### config.mk
export PLATFORM = sky130hd
export DESIGN_NAME = rvviTraceTop
export DESIGN_NICKNAME = d
export VERILOG_FILES = /design/src/rvviPkg.sv /design/src/retireTrace.sv /design/src/csrTrace.sv /design/src/eventMonitor.sv /design/src/netEventFifo.sv /design/src/rvviTraceTop.sv
export VERILOG_INCLUDE_DIRS = /design/src /design/src/include
export SDC_FILE = /design/constraint.sdc
export NUM_CORES = 1
export LEC_CHECK = 0
export ABC_CLOCK_PERIOD_IN_PS = 6400
export BUFFER_PORTS_ARGS = -buffer_cell sky130_fd_sc_hd__buf_2
export CAP_MARGIN = 20
export CORE_AREA = 3 3 605 607
export CTS_BUF_LIST = sky130_fd_sc_hd__clkbuf_2
export DETAILED_ROUTE_END_ITERATION = 10
export DIE_AREA = 0 0 608 610
export PLACE_DENSITY = 0.35
export SLEW_MARGIN = 20
export SYNTH_ARGS = -nofsm -noshare
export SYNTH_HDL_FRONTEND = slang
export SYNTH_HIERARCHICAL = 1
export SYNTH_SLANG_ARGS = --single-unit
### constraint.sdc
create_clock -name rvvi -period 6.4 [get_ports rvvi]
set_input_delay 1.28 -clock rvvi [delete_from_list [all_inputs] [get_ports rvvi]]
set_output_delay 1.28 -clock rvvi [all_outputs]
set_load 0.02 [all_outputs]
### src/include/rvvi_defines.svh
`ifndef RVVI_DEFINES_SVH
`define RVVI_DEFINES_SVH

//////////////////////////////////////////////////////////////
// Data path widths
//////////////////////////////////////////////////////////////
`define RVVI_XLEN             32
`define RVVI_NUM_GPR          32
`define RVVI_NUM_CSR          8
`define RVVI_ORDER_W          64

// Field widths of the retirement record
`define RVVI_EXC_CAUSE_W      6
`define RVVI_INTR_CAUSE_W     11
`define RVVI_DBG_CAUSE_W      3
`define RVVI_GPR_ADDR_W       5

//////////////////////////////////////////////////////////////
// Traced CSR slots, in array order
//////////////////////////////////////////////////////////////
`define RVVI_CSR_IDX_MSTATUS  0
`define RVVI_CSR_IDX_MIE      1
`define RVVI_CSR_IDX_MTVEC    2
`define RVVI_CSR_IDX_MSCRATCH 3
`define RVVI_CSR_IDX_MEPC     4
`define RVVI_CSR_IDX_MCAUSE   5
`define RVVI_CSR_IDX_MTVAL    6
`define RVVI_CSR_IDX_DPC      7

//////////////////////////////////////////////////////////////
// Cause codes
//////////////////////////////////////////////////////////////
// Fetch fault raised outside the core model
`define RVVI_CAUSE_IBUS_FAULT  48
`define RVVI_CAUSE_NMI_LOAD    1024
`define RVVI_CAUSE_NMI_STORE   1025
`define RVVI_DBG_CAUSE_HALTREQ 3

// MSI, MTI, MEI and the sixteen local interrupts
`define RVVI_IRQ_MASK          32'hFFFF_0888

// Net event queue
`define RVVI_EVQ_DEPTH         8

`endif

### src/rvviPkg.sv
`default_nettype none

`include "rvvi_defines.svh"

package rvviPkg;

   //////////////////////////////////////////////////////////////
   // Enumerations
   //////////////////////////////////////////////////////////////
   typedef enum logic [2:0] {
      CSR_MSTATUS  = `RVVI_CSR_IDX_MSTATUS,
      CSR_MIE      = `RVVI_CSR_IDX_MIE,
      CSR_MTVEC    = `RVVI_CSR_IDX_MTVEC,
      CSR_MSCRATCH = `RVVI_CSR_IDX_MSCRATCH,
      CSR_MEPC     = `RVVI_CSR_IDX_MEPC,
      CSR_MCAUSE   = `RVVI_CSR_IDX_MCAUSE,
      CSR_MTVAL    = `RVVI_CSR_IDX_MTVAL,
      CSR_DPC      = `RVVI_CSR_IDX_DPC
   } csrIdxE;

   // Lower value issues first; the cause goes out ahead of the NMI level
   typedef enum logic [2:0] {
      NET_HALTREQ,
      NET_NMI_CAUSE,
      NET_NMI,
      NET_IBUS_FAULT,
      NET_IRQ
   } netIdE;

   //////////////////////////////////////////////////////////////
   // Retirement record from the core
   //////////////////////////////////////////////////////////////
   typedef struct packed {
      logic                           trap;
      logic                           exception;
      logic [`RVVI_EXC_CAUSE_W-1:0]   exceptionCause;
   } trapT;

   typedef struct packed {
      logic                           intr;
      logic                           interrupt;
      logic [`RVVI_INTR_CAUSE_W-1:0]  cause;
   } intrT;

   typedef struct packed {
      logic                           valid;
      logic [`RVVI_ORDER_W-1:0]       order;
      logic [`RVVI_XLEN-1:0]          insn;
      trapT                           trap;
      intrT                           intr;
      logic [1:0]                     mode;
      logic [1:0]                     ixl;
      logic [`RVVI_XLEN-1:0]          pcRdata;
      logic [`RVVI_XLEN-1:0]          pcWdata;
      logic [`RVVI_GPR_ADDR_W-1:0]    rd1Addr;
      logic [`RVVI_XLEN-1:0]          rd1Wdata;
      logic [`RVVI_DBG_CAUSE_W-1:0]   dbg;
      logic                           dbgMode;
      // Bit 0 NMI pending, bit 1 load (0) or store (1)
      logic [1:0]                     nmip;
   } retireT;

   typedef struct packed {
      logic [`RVVI_XLEN-1:0]          rdata;
      logic [`RVVI_XLEN-1:0]          wdata;
      logic [`RVVI_XLEN-1:0]          wmask;
   } csrPortT;

   typedef struct packed {
      netIdE                          id;
      logic [`RVVI_XLEN-1:0]          value;
   } netEventT;

   //////////////////////////////////////////////////////////////
   // Registered trace
   //////////////////////////////////////////////////////////////
   typedef struct packed {
      logic                           valid;
      logic [`RVVI_ORDER_W-1:0]       order;
      logic [`RVVI_XLEN-1:0]          insn;
      logic                           trap;
      logic                           intr;
      logic [1:0]                     mode;
      logic [1:0]                     ixl;
      logic [`RVVI_XLEN-1:0]          pcRdata;
      logic [`RVVI_XLEN-1:0]          pcWdata;
      logic [`RVVI_NUM_GPR-1:0]       xWb;
      logic [`RVVI_XLEN-1:0]          xWdata;
   } traceOutT;

endpackage

`default_nettype wire

### src/retireTrace.sv
`timescale 1ns/100ps
`default_nettype none

`include "rvvi_defines.svh"

module retireTrace (
   input  wire                  rvvi,
   input  wire                  rst_i,
   input  wire rvviPkg::retireT retire_i,
   output rvviPkg::traceOutT    trace_o
);

   logic                     fetchTrap;
   logic [`RVVI_NUM_GPR-1:0] wbMask;

   //////////////////////////////////////////////////////////////
   // Decode
   //////////////////////////////////////////////////////////////

   // Only the externally generated fetch fault is flagged as a trap,
   // every other trap is predicted by the reference model
   assign fetchTrap = retire_i.trap.trap &&
                      (retire_i.trap.exceptionCause == `RVVI_CAUSE_IBUS_FAULT);

   // x0 is never reported as written
   assign wbMask = (retire_i.rd1Addr != '0) ?
                   (`RVVI_NUM_GPR'(1) << retire_i.rd1Addr) : '0;

   //////////////////////////////////////////////////////////////
   // Trace register
   //////////////////////////////////////////////////////////////
   always_ff @(posedge rvvi) begin
      if (rst_i) begin
         trace_o.valid <= 1'b0;
      end else begin
         trace_o.valid <= retire_i.valid;
      end

      trace_o.order   <= retire_i.order;
      trace_o.insn    <= retire_i.insn;
      trace_o.trap    <= fetchTrap;
      trace_o.intr    <= retire_i.intr.intr;
      trace_o.mode    <= retire_i.mode;
      trace_o.ixl     <= retire_i.ixl;
      trace_o.pcRdata <= retire_i.pcRdata;
      trace_o.pcWdata <= retire_i.pcWdata;
      trace_o.xWb     <= wbMask;
      trace_o.xWdata  <= retire_i.rd1Wdata;
   end

   //////////////////////////////////////////////////////////////
   // Checks
   //////////////////////////////////////////////////////////////

   // A single destination register per retirement, seen one cycle later
   xWbOneHot: assert property (
      @(posedge rvvi) disable iff (rst_i)
      retire_i.valid |=> trace_o.valid && $onehot0(trace_o.xWb)
   ) else $error("xWb has more than one bit set");

endmodule

`default_nettype wire

### src/csrTrace.sv
`timescale 1ns/100ps
`default_nettype none

`include "rvvi_defines.svh"

module csrTrace (
   input  wire                      rvvi,
   input  wire                      rst_i,
   input  wire                      retireValid_i,
   input  wire rvviPkg::csrPortT    csr_i [`RVVI_NUM_CSR],
   output logic [`RVVI_XLEN-1:0]    csrValue_o [`RVVI_NUM_CSR],
   output logic [`RVVI_NUM_CSR-1:0] csrWb_o
);

   logic [`RVVI_XLEN-1:0] merged [`RVVI_NUM_CSR];

   //////////////////////////////////////////////////////////////
   // Merge
   //////////////////////////////////////////////////////////////

   // Written bits come from wdata, the rest keep the value read
   always_comb begin
      for (int i = 0; i < `RVVI_NUM_CSR; i++) begin
         merged[i] = (csr_i[i].wdata & csr_i[i].wmask) |
                     (csr_i[i].rdata & ~csr_i[i].wmask);
      end
   end

   //////////////////////////////////////////////////////////////
   // Value and change flags
   //////////////////////////////////////////////////////////////
   always_ff @(posedge rvvi) begin
      if (rst_i) begin
         for (int i = 0; i < `RVVI_NUM_CSR; i++) begin
            csrValue_o[i] <= '0;
         end
         csrWb_o <= '0;
      end else if (retireValid_i) begin
         for (int i = 0; i < `RVVI_NUM_CSR; i++) begin
            // Compare against the value from the previous retirement
            csrWb_o[i]    <= (merged[i] != csrValue_o[i]);
            csrValue_o[i] <= merged[i];
         end
      end
   end

   //////////////////////////////////////////////////////////////
   // Checks
   //////////////////////////////////////////////////////////////

   // Idle cycles hold the flags, so none can go high between retirements
   noIdleFlag: assert property (
      @(posedge rvvi) disable iff (rst_i)
      !retireValid_i |=> (csrWb_o & ~$past(csrWb_o)) == '0
   ) else $error("CSR changed flag rose without a retirement");

endmodule

`default_nettype wire

### src/eventMonitor.sv
`timescale 1ns/100ps
`default_nettype none

`include "rvvi_defines.svh"

module eventMonitor (
   input  wire                  rvvi,
   input  wire                  rst_i,
   input  wire rvviPkg::retireT retire_i,
   input  wire [`RVVI_XLEN-1:0] irq_i,
   output rvviPkg::netEventT    event_o,
   output logic                 push_o,
   input  wire                  full_i
);

   localparam int NUM_NET = 5;
   localparam int XW      = `RVVI_XLEN;

   // Tracked states
   logic [`RVVI_ORDER_W-1:0] lastOrder;
   logic                     orderSeen;
   logic                     haltState;
   logic                     nmiState;
   logic [XW-1:0]            nmiCause;
   logic                     faultState;
   logic [XW-1:0]            irqState;

   // Decoded current cycle
   logic                     newRetire;
   logic                     haltReq;
   logic                     nmiReq;
   logic                     faultReq;
   logic [XW-1:0]            intrCause;
   logic [XW-1:0]            irqMasked;

   // Pending entries, one per net event kind
   logic [NUM_NET-1:0]       raise;
   logic [XW-1:0]            raiseVal [NUM_NET];
   logic [NUM_NET-1:0]       pendValid;
   logic [XW-1:0]            pendVal [NUM_NET];
   logic [NUM_NET-1:0]       grant;

   //////////////////////////////////////////////////////////////
   // Edge detection
   //////////////////////////////////////////////////////////////
   always_comb begin
      // A replayed order number is not a new retirement
      newRetire = retire_i.valid && (!orderSeen || (retire_i.order != lastOrder));
      haltReq   = (retire_i.dbg == `RVVI_DBG_CAUSE_HALTREQ) && retire_i.dbgMode;
      intrCause = XW'(retire_i.intr.cause);
      nmiReq    = (retire_i.intr.intr && retire_i.intr.interrupt &&
                   ((intrCause == `RVVI_CAUSE_NMI_LOAD) ||
                    (intrCause == `RVVI_CAUSE_NMI_STORE))) || retire_i.nmip[0];
      faultReq  = retire_i.trap.trap && retire_i.trap.exception &&
                  (retire_i.trap.exceptionCause == `RVVI_CAUSE_IBUS_FAULT);
      irqMasked = irq_i & `RVVI_IRQ_MASK;

      raise[rvviPkg::NET_HALTREQ]       = newRetire && (haltReq != haltState);
      raise[rvviPkg::NET_NMI_CAUSE]     = newRetire && nmiReq && (intrCause != nmiCause);
      raise[rvviPkg::NET_NMI]           = newRetire && (nmiReq != nmiState);
      raise[rvviPkg::NET_IBUS_FAULT]    = newRetire && (faultReq != faultState);
      raise[rvviPkg::NET_IRQ]           = (irqMasked != irqState);

      raiseVal[rvviPkg::NET_HALTREQ]    = XW'(haltReq);
      raiseVal[rvviPkg::NET_NMI_CAUSE]  = intrCause;
      raiseVal[rvviPkg::NET_NMI]        = XW'(nmiReq);
      raiseVal[rvviPkg::NET_IBUS_FAULT] = XW'(faultReq);
      raiseVal[rvviPkg::NET_IRQ]        = irqMasked;
   end

   //////////////////////////////////////////////////////////////
   // Priority pick with the lowest id first
   //////////////////////////////////////////////////////////////
   always_comb begin
      grant         = '0;
      event_o.id    = rvviPkg::NET_HALTREQ;
      event_o.value = '0;
      for (int i = NUM_NET - 1; i >= 0; i--) begin
         if (pendValid[i]) begin
            grant         = NUM_NET'(1) << i;
            event_o.id    = rvviPkg::netIdE'(i);
            event_o.value = pendVal[i];
         end
      end
      push_o = (pendValid != '0) && !full_i;
   end

   //////////////////////////////////////////////////////////////
   // State and pending registers
   //////////////////////////////////////////////////////////////
   always_ff @(posedge rvvi) begin
      if (rst_i) begin
         orderSeen  <= 1'b0;
         lastOrder  <= '0;
         haltState  <= 1'b0;
         nmiState   <= 1'b0;
         nmiCause   <= '0;
         faultState <= 1'b0;
         irqState   <= '0;
         pendValid  <= '0;
      end else begin
         if (newRetire) begin
            orderSeen  <= 1'b1;
            lastOrder  <= retire_i.order;
            haltState  <= haltReq;
            nmiState   <= nmiReq;
            faultState <= faultReq;
            if (nmiReq) begin
               nmiCause <= intrCause;
            end
         end
         irqState <= irqMasked;
         // A fresh change re-arms the entry even in the cycle it is sent
         pendValid <= (pendValid & ~(push_o ? grant : '0)) | raise;
      end
   end

   // Latest value wins while an entry waits for room in the queue
   always_ff @(posedge rvvi) begin
      for (int i = 0; i < NUM_NET; i++) begin
         if (raise[i]) begin
            pendVal[i] <= raiseVal[i];
         end
      end
   end

   // Entries wait while the queue is full
   pendHeldWhileFull: assert property (
      @(posedge rvvi) disable iff (rst_i)
      full_i |=> (pendValid & $past(pendValid)) == $past(pendValid)
   ) else $error("Pending net event dropped while the queue was full");

endmodule

`default_nettype wire

### src/netEventFifo.sv
`timescale 1ns/100ps
`default_nettype none

`include "rvvi_defines.svh"

module netEventFifo (
   input  wire                    rvvi,
   input  wire                    rst_i,
   input  wire                    push_i,
   input  wire rvviPkg::netEventT event_i,
   output logic                   full_o,
   output rvviPkg::netEventT      netEvent_o,
   output logic                   netValid_o,
   input  wire                    netReady_i
);

   localparam int DEPTH = `RVVI_EVQ_DEPTH;
   localparam int AW    = $clog2(DEPTH);
   localparam int CW    = AW + 1;
   localparam logic [AW-1:0] LAST = AW'(DEPTH - 1);

   rvviPkg::netEventT mem [DEPTH];
   logic [AW-1:0]     wrPtr;
   logic [AW-1:0]     rdPtr;
   logic [CW-1:0]     count;
   logic              wr;
   logic              pop;

   assign full_o     = (count == CW'(DEPTH));
   assign netValid_o = (count != '0);
   assign netEvent_o = mem[rdPtr];

   assign wr  = push_i && !full_o;
   assign pop = netValid_o && netReady_i;

   //////////////////////////////////////////////////////////////
   // Pointers and occupancy
   //////////////////////////////////////////////////////////////
   always_ff @(posedge rvvi) begin
      if (rst_i) begin
         wrPtr <= '0;
         rdPtr <= '0;
         count <= '0;
      end else begin
         if (wr) begin
            wrPtr <= (wrPtr == LAST) ? '0 : wrPtr + 1'b1;
         end
         if (pop) begin
            rdPtr <= (rdPtr == LAST) ? '0 : rdPtr + 1'b1;
         end
         case ({wr, pop})
            2'b10:   count <= count + 1'b1;
            2'b01:   count <= count - 1'b1;
            default: count <= count;
         endcase
      end
   end

   // Storage
   always_ff @(posedge rvvi) begin
      if (wr) begin
         mem[wrPtr] <= event_i;
      end
   end

   //////////////////////////////////////////////////////////////
   // Checks
   //////////////////////////////////////////////////////////////
   noOverflow: assert property (
      @(posedge rvvi) disable iff (rst_i)
      !(push_i && full_o)
   ) else $error("Net event queue overflow");

   noEmptyPop: assert property (
      @(posedge rvvi) disable iff (rst_i)
      (netReady_i && (count == '0)) |=> (rdPtr == $past(rdPtr))
   ) else $error("Net event queue popped while empty");

   // Head entry holds until the consumer takes it
   holdUntilTaken: assert property (
      @(posedge rvvi) disable iff (rst_i)
      (netValid_o && !netReady_i) |=> netValid_o && $stable(netEvent_o)
   ) else $error("Net event changed before transfer");

endmodule

`default_nettype wire

### src/rvviTraceTop.sv
`timescale 1ns/100ps
`default_nettype none

`include "rvvi_defines.svh"

module rvviTraceTop (
   input  wire                           rvvi,
   input  wire                           rst_i,
   input  wire rvviPkg::retireT          retire_i,
   input  wire rvviPkg::csrPortT         csr_i [`RVVI_NUM_CSR],
   input  wire [`RVVI_XLEN-1:0]          irq_i,
   output rvviPkg::traceOutT             trace_o,
   output logic [`RVVI_XLEN-1:0]         csrValue_o [`RVVI_NUM_CSR],
   output logic [`RVVI_NUM_CSR-1:0]      csrWb_o,
   output rvviPkg::netEventT             netEvent_o,
   output logic                          netValid_o,
   input  wire                           netReady_i
);

   // Monitor to queue handoff
   rvviPkg::netEventT monEvent;
   logic              monPush;
   logic              queueFull;

   //////////////////////////////////////////////////////////////
   // Synchronous trace
   //////////////////////////////////////////////////////////////
   retireTrace retireTrace_i (
      .rvvi     (rvvi),
      .rst_i    (rst_i),
      .retire_i (retire_i),
      .trace_o  (trace_o)
   );

   csrTrace csrTrace_i (
      .rvvi          (rvvi),
      .rst_i         (rst_i),
      .retireValid_i (retire_i.valid),
      .csr_i         (csr_i),
      .csrValue_o    (csrValue_o),
      .csrWb_o       (csrWb_o)
   );

   //////////////////////////////////////////////////////////////
   // Asynchronous net events
   //////////////////////////////////////////////////////////////
   eventMonitor eventMonitor_i (
      .rvvi     (rvvi),
      .rst_i    (rst_i),
      .retire_i (retire_i),
      .irq_i    (irq_i),
      .event_o  (monEvent),
      .push_o   (monPush),
      .full_i   (queueFull)
   );

   netEventFifo netEventFifo_i (
      .rvvi       (rvvi),
      .rst_i      (rst_i),
      .push_i     (monPush),
      .event_i    (monEvent),
      .full_o     (queueFull),
      .netEvent_o (netEvent_o),
      .netValid_o (netValid_o),
      .netReady_i (netReady_i)
   );

endmodule

`default_nettype wire

==> out/qor_table.md, run 1 <==
| Result | Reported |
| --- | --- |
| Placed Cells | 9127 |
| Part of the Yosys area used for sequential elements | 59.21% |
| Relative max-transition margin | 18.87% |
| CTS Hold Buffers Added | 957 |
| Via density per instance | 3.383 |
| Final net count | 6624 |
| Min-Delay Path Depth | 3 |
| Final core utilization | 17.40% |
| Number of remaining DRC errors | 0 |
| Prevailing post-synth register cell | sky130_fd_sc_hd__dfxtp_1 |
| Worst hold start | csr_i[549] |
| Horizontal die dimension | 608 µm |
| Row count | 221 |
| Buffers from clock root to sink, at most | 4 |
| Most crowded layer after global routing | met2 |
| Top-Level Pins | 1563 |
| Post-CTS clock slew at the launch and capture registers of the worst setup and hold paths | 0.09 ns |
| Biggest area contributors in the synthesized netlist | sky130_fd_sc_hd__dfxtp_1 33%, sky130_fd_sc_hd__edfxtp_1 26%, sky130_fd_sc_hd__mux2i_1 8.8%, sky130_fd_sc_hd__xor2_1 5.9%, sky130_fd_sc_hd__a211oi_1 5.3% |
| Maximum VDD drop | 0.1408 mV |
| Post-synthesis cell area | 36530 µm² |
| Initial antenna violation count | 252 |
| Layout cells sized above 1 | 37.88% |
| Pwr Density | 262.6 nW/µm² |
| DP Area | 49990 µm² |
| End of the worst register-to-register path | eventMonitor_i/pendVal[0][3]$_DFFE_PP_ |
| Vias | 36687 |
| Async SR Flop Fraction | 0% |
| Class of the most critical setup path | reg -> out |
| Initial Utilization | 10.10% |
| Vias in the first global route | 37023 |
| Number of flops mapped to enable cells by yosys | 313 |
| Period minus WS final | 5.313 ns |
| RR Startpoint | eventMonitor_i/lastOrder[5]$_SDFFE_PP0P_ |
| Clock net sink count | 924 |
| Status | complete, no violations |
| Power, Total | 16.52 mW |
| Number of setup buffers added after CTS | 0 |
| Count of input and output buffers | 1548 |
| Setup TNS | 0 ns |
| Cell taking the most area after synthesis | sky130_fd_sc_hd__dfxtp_1 |
| Number of slew-limit violations in the final report | 0 |
| Worst setup SP type | flip-flop |
| Total Routing Usage GR | 16.07% |
| Count of final setup violators | 0 |
| Area of the die | 370900 µm² |
| Max_cap viols | 0 |
| Met2 Track Usage GR | 26.04% |
| Class of the most critical hold timing path | in -> reg |
| FF-to-FF setup slack | 2.74 ns |
| Met1 layer usage reported by global route | 19.53% |
| First-pass GRT wire length | 388700 µm |
| Total of flip-flops plus latches after synthesis | 924 |
| Grt met3 use | 6.035% |
| Warnings, synthesis | 6 |
| Clock tree from TritonCTS | yes |
| Distinct cell type count of the synthesized netlist | 63 |
| Post-route cell area | 62930 µm² |
| Crit Path Max Fanout | 42 |
| Insertion delay to the later sink of the worst-skew pair | 1.74 ns |
| Final std cells w/o fill | 10844 |
| Path depth of the worst reg2reg path | 6 |
| Post-Route WL | 310700 µm |
| Post-synthesis to final-layout area growth | 72.27% |
| Critical path endpoint category | primary output |
| Deepest level of the CTS H-tree | 5 |
| Static Leak | 26.36 nW |
| Number of instances in the synthesized netlist | 2893 |
| DR WL/cell | 28.66 µm |
| Number of buffers inserted during clock tree synthesis | 293 |
| Worst Path Required | 5.12 ns |
| Core Area | 361700 µm² |
| Vertical die dimension | 610 µm |
| Signal arrival time at the worst endpoint | 4.03 ns |
| Detail Placement HPWL | 250800 µm |
| Number of antenna-violating nets in the routed design | 0 |
| Hold Violations, Final | 0 |
| Number of design-rule violations left by the first detailed-router iteration | 2401 |
| Worst-Margin Slew | 1.183 ns |
| Most frequent cells in the layout | 1546 x sky130_fd_sc_hd__buf_2, 957 x sky130_fd_sc_hd__dlygate4sd3_1, 608 x sky130_fd_sc_hd__dfxtp_1 |
| Sum of overflow across all layers after global routing | 0 |
| Ratio of final minimum period to clock period | 83.02% |
| Hold path endpoint | csrTrace_i/csrValue_o[165]$_SDFFE_PP0P_ |
| Max Clk Rate | 188.2 MHz |
| Root buffer cell | sky130_fd_sc_hd__clkbuf_2 |
| Pin count of the biggest net entering global routing | 202 |
| Top cell type's share of synthesized area | 33.48% |
| Final clock skew | 0.1626 ns |
| Gpl congestion | 0.9607 |
| Average footprint of a synthesized cell | 12.63 µm² |
| Pre-antenna DRT Iters | 5 |
| Most common cell after layout, fill and taps aside | sky130_fd_sc_hd__buf_2 |
| RSZ-0062 raised after global routing | no |
| Quantity of gates resized following cts | 0 |
sequential cells by signal, summed over array words and instances, names as in the netlist, 4 cells and up, named ones only:
register,count
eventMonitor_i/nmiCause,11
csrTrace_i/csrWb_o,8
eventMonitor_i/irqState,19
retireTrace_i/trace_o,231
csrTrace_i/csrValue_o,256
eventMonitor_i/pendValid,5
netEventFifo_i/count,4
netEventFifo_i/mem,280
eventMonitor_i/lastOrder,64
eventMonitor_i/pendVal,33
critical path: stages (launching register included):
cell	delay [ns]
sky130_fd_sc_hd__dfxtp_4	0.79
sky130_fd_sc_hd__buf_12	0.42
sky130_fd_sc_hd__mux4_1	0.60
sky130_fd_sc_hd__mux2_2	0.34
sky130_fd_sc_hd__buf_2	0.18
final cells by class:
class / instances / area, µm²
Timing Repair Buffer: 2552 / 17750
Antenna cell: 252 / 630.6
Clock buffer: 420 / 2102
Sequential cell: 924 / 21640
Fill cell: 40631 / 298800
Inverter: 23 / 87.58
Multi-Input combinational cell: 1791 / 14090
Tap cell: 4794 / 5998
Clock inverter: 88 / 630.6
where the power goes:
part | total (mW) | leakage, nW | internal (mW) | switching [mW]
sequential | 6.95 | 8.03 | 6.62 | 0.335
combinational | 4.36 | 16.3 | 1.82 | 2.54
clock | 5.21 | 2.06 | 2.08 | 3.13
total | 16.5 | 26.4 | 10.5 | 6.01
metal layers:
| metal | vias up | wire (µm) |
|---|---|---|
| met3 | 623 | 27430 |
| li1 | 16411 | - |
| met1 | 17873 | 129100 |
| met2 | 1686 | 141000 |
| met5 | - | 579 |
| met4 | 94 | 12610 |
logic make-up (layout without fill, tap and decap cells):
group	count (synthesis)	in the layout	share of synthesized area [%]
AOI/OAI and AO/OA	344	344	7.196
xor gates and xnor gates	336	336	8.056
adders and majority gates	7	7	0.2397
buffers and inverters	181	3083	2.487
DFF	924	924	59.21
muxes	428	428	14.29
other	2	257	0.02056
and+or+nand+nor	671	671	8.501
Yosys cell counts, drive strengths merged (7+ instances only):
library cell	count
mux2	38
ha	7
nor4	27
a211oi	259
mux4	70
mux2i	320
and2	26
xor2	244
dfxtp	611
buf	90
edfxtp	313
xnor2	92
nand4	70
nand2	140
nor3	21
a21oi	9
a31oi	7
nor2	309
o31ai	14
inv	22
nor2b	31
nand3	10
o2111ai	17
nand2b	8
clkbuf	68
stage by stage:
step | hold slack (ns) | setup slack, ns
4_1_cts | 0.00007172 | 0.5849
6_report | 0.3996 | 1.087
3_3_place_gp | 0.4540 | 1.776
5_1_grt | 0.07266 | 0.5639
3_5_place_dp | 0.4603 | 1.826
2_1_floorplan | 0.4399 | 1.321
worst max-delay path by stage:
stage                                               startpoint                                       end  slack [ns]  depth (start not counted)
after global placement                           retire_i[169]  eventMonitor_i/lastOrder[5]$_SDFFE_PP0P_        1.78                          8
after detailed placement                         retire_i[169]    eventMonitor_i/pendVal[0][3]$_DFFE_PP_        1.83                          7
after CTS                                            flip-flop                            netEvent_o[18]        0.58                          4
final                                                flip-flop                            netEvent_o[18]        1.09                          4
after floorplan           netEventFifo_i/count[1]$_SDFFE_PP0P_        netEventFifo_i/mem[0][0]$_DFFE_PP_        1.32                          6
after global routing                                 flip-flop                            netEvent_o[18]        0.56                          4
(Power assumes the default switching activity.)
==> run 2: changes to the inputs <==
Settings changed: ABC_AREA set to 1, ABC_CLOCK_PERIOD_IN_PS 6400 to 4900, CORE_AREA 3 3 605 607 to 3 3 603 605, DIE_AREA 0 0 608 610 to 0 0 606 608, PLACE_DENSITY 0.35 to 0.37.
Clock period 6.4 ns to 4.9 ns, I/O delays scaled along.
==> run 2 against run 1 <==
The flow now finishes with violations (negative setup slack). Worst setup slack got worse by 1.1 ns. Routed wire length shrank 13%. Flip-flop and latch count is the same. Synthesized cell count rose by 86%. Die area fell by 0.66%. Utilization increased by 3.4 points. Sequential power up 29%. Sequential share of layout area decreased by 5.4 points. Cell area grew 18%. Critical path depth up 15. Clock skew up 0.083 ns. Final cell count rose by 28%. Critical path type is now in -> reg. Highest routed layer unchanged.
==> out/qor_table.md, run 2 <==
| Result | Reported | Delta |
| --- | --- | --- |
| Final std cells w/o fill | 13830 | was 10844 |
| Number of setup buffers added after CTS | 0 | unchanged |
| Setup TNS | -0.05984 ns | was 0 ns |
| Number of buffers inserted during clock tree synthesis | 288 | was 293 |
| Largest reg by FF count | netEventFifo_i/mem | unchanged |
| Initial Utilization | 11.60% | was 10.10% |
| Most used standard cell by instance count after synthesis | sky130_fd_sc_hd__nand2_1 | was sky130_fd_sc_hd__dfxtp_1 |
| Top-Level Pins | 1563 | unchanged |
| Placed Cells | 11569 | was 9127 |
| Signal arrival time at the worst endpoint | 6.41 ns | was 4.03 ns |
| Number of antenna-violating nets in the routed design | 0 | unchanged |
| End of the worst register-to-register path | csrTrace_i/csrWb_o[3]$_SDFFE_PP0P_ | was eventMonitor_i/pendVal[0][3]$_DFFE_PP_ |
| Hold Violations, Final | 0 | unchanged |
| Number of instances in the synthesized netlist | 5376 | was 2893 |
| Number of remaining DRC errors | 0 | unchanged |
| Filler cell count in the final layout | 40439 | was 40631 |
| Met2 Track Usage GR | 24.39% | was 26.04% |
| Post-synthesis cell area | 41620 µm² | was 36530 µm² |
| Deepest level of the CTS H-tree | 5 | unchanged |
| Gpl congestion | 0.9285 | was 0.9607 |
| Path depth of the worst reg2reg path | 13 | was 6 |
| Largest registers ranked by flip-flop count | netEventFifo_i/mem (280), csrTrace_i/csrValue_o (256), retireTrace_i/trace_o (231) | unchanged |
| Horizontal die dimension | 606 µm | was 608 µm |
| Top cell type's share of synthesized area | 29.39% | was 33.48% |
| Worst setup path endpoint | csrTrace_i/csrWb_o[7]$_SDFFE_PP0P_ | was netEvent_o[18] |
| Post-synthesis to final-layout area growth | 79.06% | was 72.27% |
| Vias | 48759 | was 36687 |
| Max Clk Rate | 201.6 MHz |  |
| Maximum VDD drop | 0.2290 mV | was 0.1408 mV |
| First-pass GRT wire length | 369200 µm | was 388700 µm |
| Post-CTS clock slew at the launch and capture registers of the worst setup and hold paths | 0.09 ns | about the same |
| Power, Total | 21.86 mW | was 16.52 mW |
| Post-placement worst setup slack | 1.264 ns | was 1.826 ns |
| Vias in the first global route | 48965 | was 37023 |
| Clock tree from TritonCTS | yes | unchanged |
| Prevailing post-synth register cell | sky130_fd_sc_hd__dfxtp_1 | unchanged |
| Total Routing Usage GR | 14.18% | was 16.07% |
| Async SR Flop Fraction | 0% | unchanged |
| Layout cells sized above 1 | 23.61% | was 37.88% |
| Final clock skew | 0.2456 ns | was 0.1626 ns |
| FF-to-FF setup slack | 1.07 ns | was 2.74 ns |
| Violations in the final reports | negative setup slack |  |
| Part of the Yosys area used for sequential elements | 51.97% | was 59.21% |
| Status | finished, violations left | was complete, no violations |
| Number of design-rule violations left by the first detailed-router iteration | 2876 | was 2401 |
| RR Startpoint | csrTrace_i/csrValue_o[150]$_SDFFE_PP0P_ | was eventMonitor_i/lastOrder[5]$_SDFFE_PP0P_ |
| Final WS setup | -0.05984 ns | was 1.087 ns |
| Critical path launch point | csr_i[38] |  |
| Insertion delay to the later sink of the worst-skew pair | 1.67 ns | was 1.74 ns |
| Via density per instance | 3.526 | was 3.383 |
| Count of input and output buffers | 1548 | unchanged |
| Detail Placement HPWL | 209800 µm | was 250800 µm |
| Period minus WS final | 4.960 ns |  |
| Grt met3 use | 4.381% | was 6.035% |
| DR WL/cell | 19.65 µm | was 28.66 µm |
| Core Area | 358700 µm² | was 361700 µm² |
| Row count | 220 | was 221 |
| Critical path endpoint category | flip-flop | was primary output |
| Worst setup SP type | input pin | was flip-flop |
| Class of the most critical hold timing path | in -> reg | unchanged |
| Met1 layer usage reported by global route | 16.27% | was 19.53% |
| Ratio of final minimum period to clock period | 101.2% |  |
| Warnings, synthesis | 6 | unchanged |
| Pwr Density | 293.2 nW/µm² | was 262.6 nW/µm² |
| Final net count | 9844 | was 6624 |
| Vertical die dimension | 608 µm | was 610 µm |
| Root buffer cell | sky130_fd_sc_hd__clkbuf_2 | unchanged |
| Worst-case hold slack | 0.4335 ns | was 0.3996 ns |
| Initial antenna violation count | 107 | was 252 |
| Average footprint of a synthesized cell | 7.742 µm² | was 12.63 µm² |
| List of most frequent post-synthesis cells | 1387 x sky130_fd_sc_hd__nand2_1, 956 x sky130_fd_sc_hd__inv_1, 611 x sky130_fd_sc_hd__dfxtp_1, 539 x sky130_fd_sc_hd__nor2_1, 340 x sky130_fd_sc_hd__o21ai_1 | was 611 x sky130_fd_sc_hd__dfxtp_1, 320 x sky130_fd_sc_hd__mux2i_1, 313 x sky130_fd_sc_hd__edfxtp_1, 309 x sky130_fd_sc_hd__nor2_1, 259 x sky130_fd_sc_hd__a211oi_1 |
| Min-Delay Path Depth | 6 | was 3 |
| Pre-antenna DRT Iters | 5 | unchanged |
| Number of flops mapped to enable cells by yosys | 313 | unchanged |
| Crit Path Max Fanout | 2 | was 42 |
| Max reg flops | 280 | unchanged |
| Worst-Margin Slew | 1.098 ns | was 1.183 ns |
| RSZ-0062 raised after global routing | no | unchanged |
| Worst Path Required | 6.35 ns | was 5.12 ns |
| Clock net sink count | 924 | unchanged |
| Pin count of the biggest net entering global routing | 172 | was 202 |
| Most frequent cells in the layout | 1719 x sky130_fd_sc_hd__dlygate4sd3_1, 1546 x sky130_fd_sc_hd__buf_2, 1386 x sky130_fd_sc_hd__nand2_1 | was 1546 x sky130_fd_sc_hd__buf_2, 957 x sky130_fd_sc_hd__dlygate4sd3_1, 608 x sky130_fd_sc_hd__dfxtp_1 |
| Max_cap viols | 0 | unchanged |
| Most common cell after layout, fill and taps aside | sky130_fd_sc_hd__dlygate4sd3_1 | was sky130_fd_sc_hd__buf_2 |
| Biggest area contributors in the synthesized netlist | sky130_fd_sc_hd__dfxtp_1 29%, sky130_fd_sc_hd__edfxtp_1 23%, sky130_fd_sc_hd__nand2_1 13%, sky130_fd_sc_hd__inv_1 8.6%, sky130_fd_sc_hd__nor2_1 4.9% | was sky130_fd_sc_hd__dfxtp_1 33%, sky130_fd_sc_hd__edfxtp_1 26%, sky130_fd_sc_hd__mux2i_1 8.8%, sky130_fd_sc_hd__xor2_1 5.9%, sky130_fd_sc_hd__a211oi_1 5.3% |
| Relative max-transition margin | 26.60% | was 18.87% |
| Total of flip-flops plus latches after synthesis | 924 | unchanged |
| Area of the die | 368400 µm² | was 370900 µm² |
| Cell taking the most area after synthesis | sky130_fd_sc_hd__dfxtp_1 | unchanged |
| Post-Route WL | 271700 µm | was 310700 µm |
| Most crowded layer after global routing | met2 | unchanged |
| Distinct cell type count of the synthesized netlist | 47 | was 63 |
| Static Leak | 35.49 nW | was 26.36 nW |
| Buffers from clock root to sink, at most | 4 | unchanged |
| Count of final setup violators | 1 | was 0 |
| Number of slew-limit violations in the final report | 0 | unchanged |
| Class of the most critical setup path | in -> reg | was reg -> out |
| Sum of overflow across all layers after global routing | 0 | unchanged |
[run 2: cell types whose count changed after synthesis, moves of 163 or more]
cell                       before   now
sky130_fd_sc_hd__a21oi_1        9   252
sky130_fd_sc_hd__xor2_1       244    81
sky130_fd_sc_hd__o21ai_1        0   340
sky130_fd_sc_hd__nand3_1       10   256
sky130_fd_sc_hd__nor2_1       309   539
sky130_fd_sc_hd__nand2_1      140  1387
sky130_fd_sc_hd__inv_1         22   956
sky130_fd_sc_hd__o21ai_0        4   193
sky130_fd_sc_hd__a211oi_1     259     1
sky130_fd_sc_hd__mux2i_1      320    35
[run 2: kinds of logic (layout without fill, tap and decap cells)]
family	Yosys count	after routing	synth area share (%)
multiplexers	35	35	0.8417
buffers and inverters	1147	4778	11.83
adder cells (fa/ha/maj)	7	7	0.2104
XOR/XNOR	104	104	2.188
AO/OA/AOI/OAI	871	871	10.90
other	2	52	0.01804
flip-flops	924	924	51.97
AND/OR/NAND/NOR	2286	2286	22.05
[run 2: what timing repair did]
| action | in CTS | in global routing |
|---|---|---|
| endpoints found under the hold margin | 658 | 0 |
| setup endpoints to repair | 0 | 1 |
| resized for setup | 0 | 2 |
| hold buffers | 1719 | 0 |
[run 2: stage by stage]
step / cell area [µm²] / utilization [%]
after floorplan: 41630 / -
after global placement: 54630 / 15.23
after detailed placement: 54630 / 15.23
after CTS: 74410 / 20.74
after global routing: 74460 / 20.76
final: 74530 / 20.78
[run 2: where the power goes]
part / total, mW / internal, mW / switching, mW
sequential: 8.99 / 8.66 / 0.329
clock: 6.37 / 2.45 / 3.93
combinational: 6.49 / 2.55 / 3.94
total: 21.9 / 13.7 / 8.20
[run 2: worst min-delay path by stage]
stage	start	end	slack, ns
2_1_floorplan	eventMonitor_i/orderSeen$_SDFFE_PP0P_	eventMonitor_i/orderSeen$_SDFFE_PP0P_	0.44
3_3_place_gp	eventMonitor_i/orderSeen$_SDFFE_PP0P_	eventMonitor_i/orderSeen$_SDFFE_PP0P_	0.46
3_5_place_dp	eventMonitor_i/orderSeen$_SDFFE_PP0P_	eventMonitor_i/orderSeen$_SDFFE_PP0P_	0.46
4_1_cts	retire_i[82]	retireTrace_i/trace_o[103]$_DFF_P_	0.001
5_1_grt	retire_i[95]	retireTrace_i/trace_o[116]$_DFF_P_	0.09
6_report	csr_i[93]	csrTrace_i/csrValue_o[29]$_SDFFE_PP0P_	0.43
[run 2: area by class of cell]
| cell class | instances | area [µm²] | share of cell area, % |
|---|---|---|---|
| repair buffers | 3315 | 25430 | 34.12 |
| clock buffers | 409 | 2047 | 2.747 |
| diodes | 47 | 117.6 | 0.1578 |
| clock inverters | 86 | 521.8 | 0.7001 |
| inverters | 968 | 3650 | 4.897 |
| multi-input cells | 3308 | 15150 | 20.33 |
| flip-flops and latches | 924 | 21640 | 29.04 |
| well taps | 4773 | 5972 | 8.013 |
[run 2: metal layers]
metal	up-vias	wire, µm
li1	23928	-
met1	22680	108600
met2	1624	130000
met3	453	21090
met4	74	11450
met5	-	515
[run 2: critical path: stages]
cell	delay (ns)
sky130_fd_sc_hd__dlygate4sd3_1	0.57
sky130_fd_sc_hd__buf_2	0.13
sky130_fd_sc_hd__dlygate4sd3_1	0.55
sky130_fd_sc_hd__nand2_1	0.06
sky130_fd_sc_hd__dlygate4sd3_1	0.57
sky130_fd_sc_hd__nand2_1	0.06
sky130_fd_sc_hd__dlygate4sd3_1	0.59
sky130_fd_sc_hd__nand2_1	0.08
sky130_fd_sc_hd__nand2_2	0.09
sky130_fd_sc_hd__nor2_1	0.11
sky130_fd_sc_hd__nand2_1	0.05
sky130_fd_sc_hd__dlygate4sd3_1	0.55
sky130_fd_sc_hd__nor2_1	0.09
sky130_fd_sc_hd__dlygate4sd3_1	0.55
sky130_fd_sc_hd__nand3_1	0.07
sky130_fd_sc_hd__dlygate4sd3_1	0.59
sky130_fd_sc_hd__nor2_2	0.11
sky130_fd_sc_hd__dlygate4sd3_1	0.57
sky130_fd_sc_hd__nor2_1	0.04
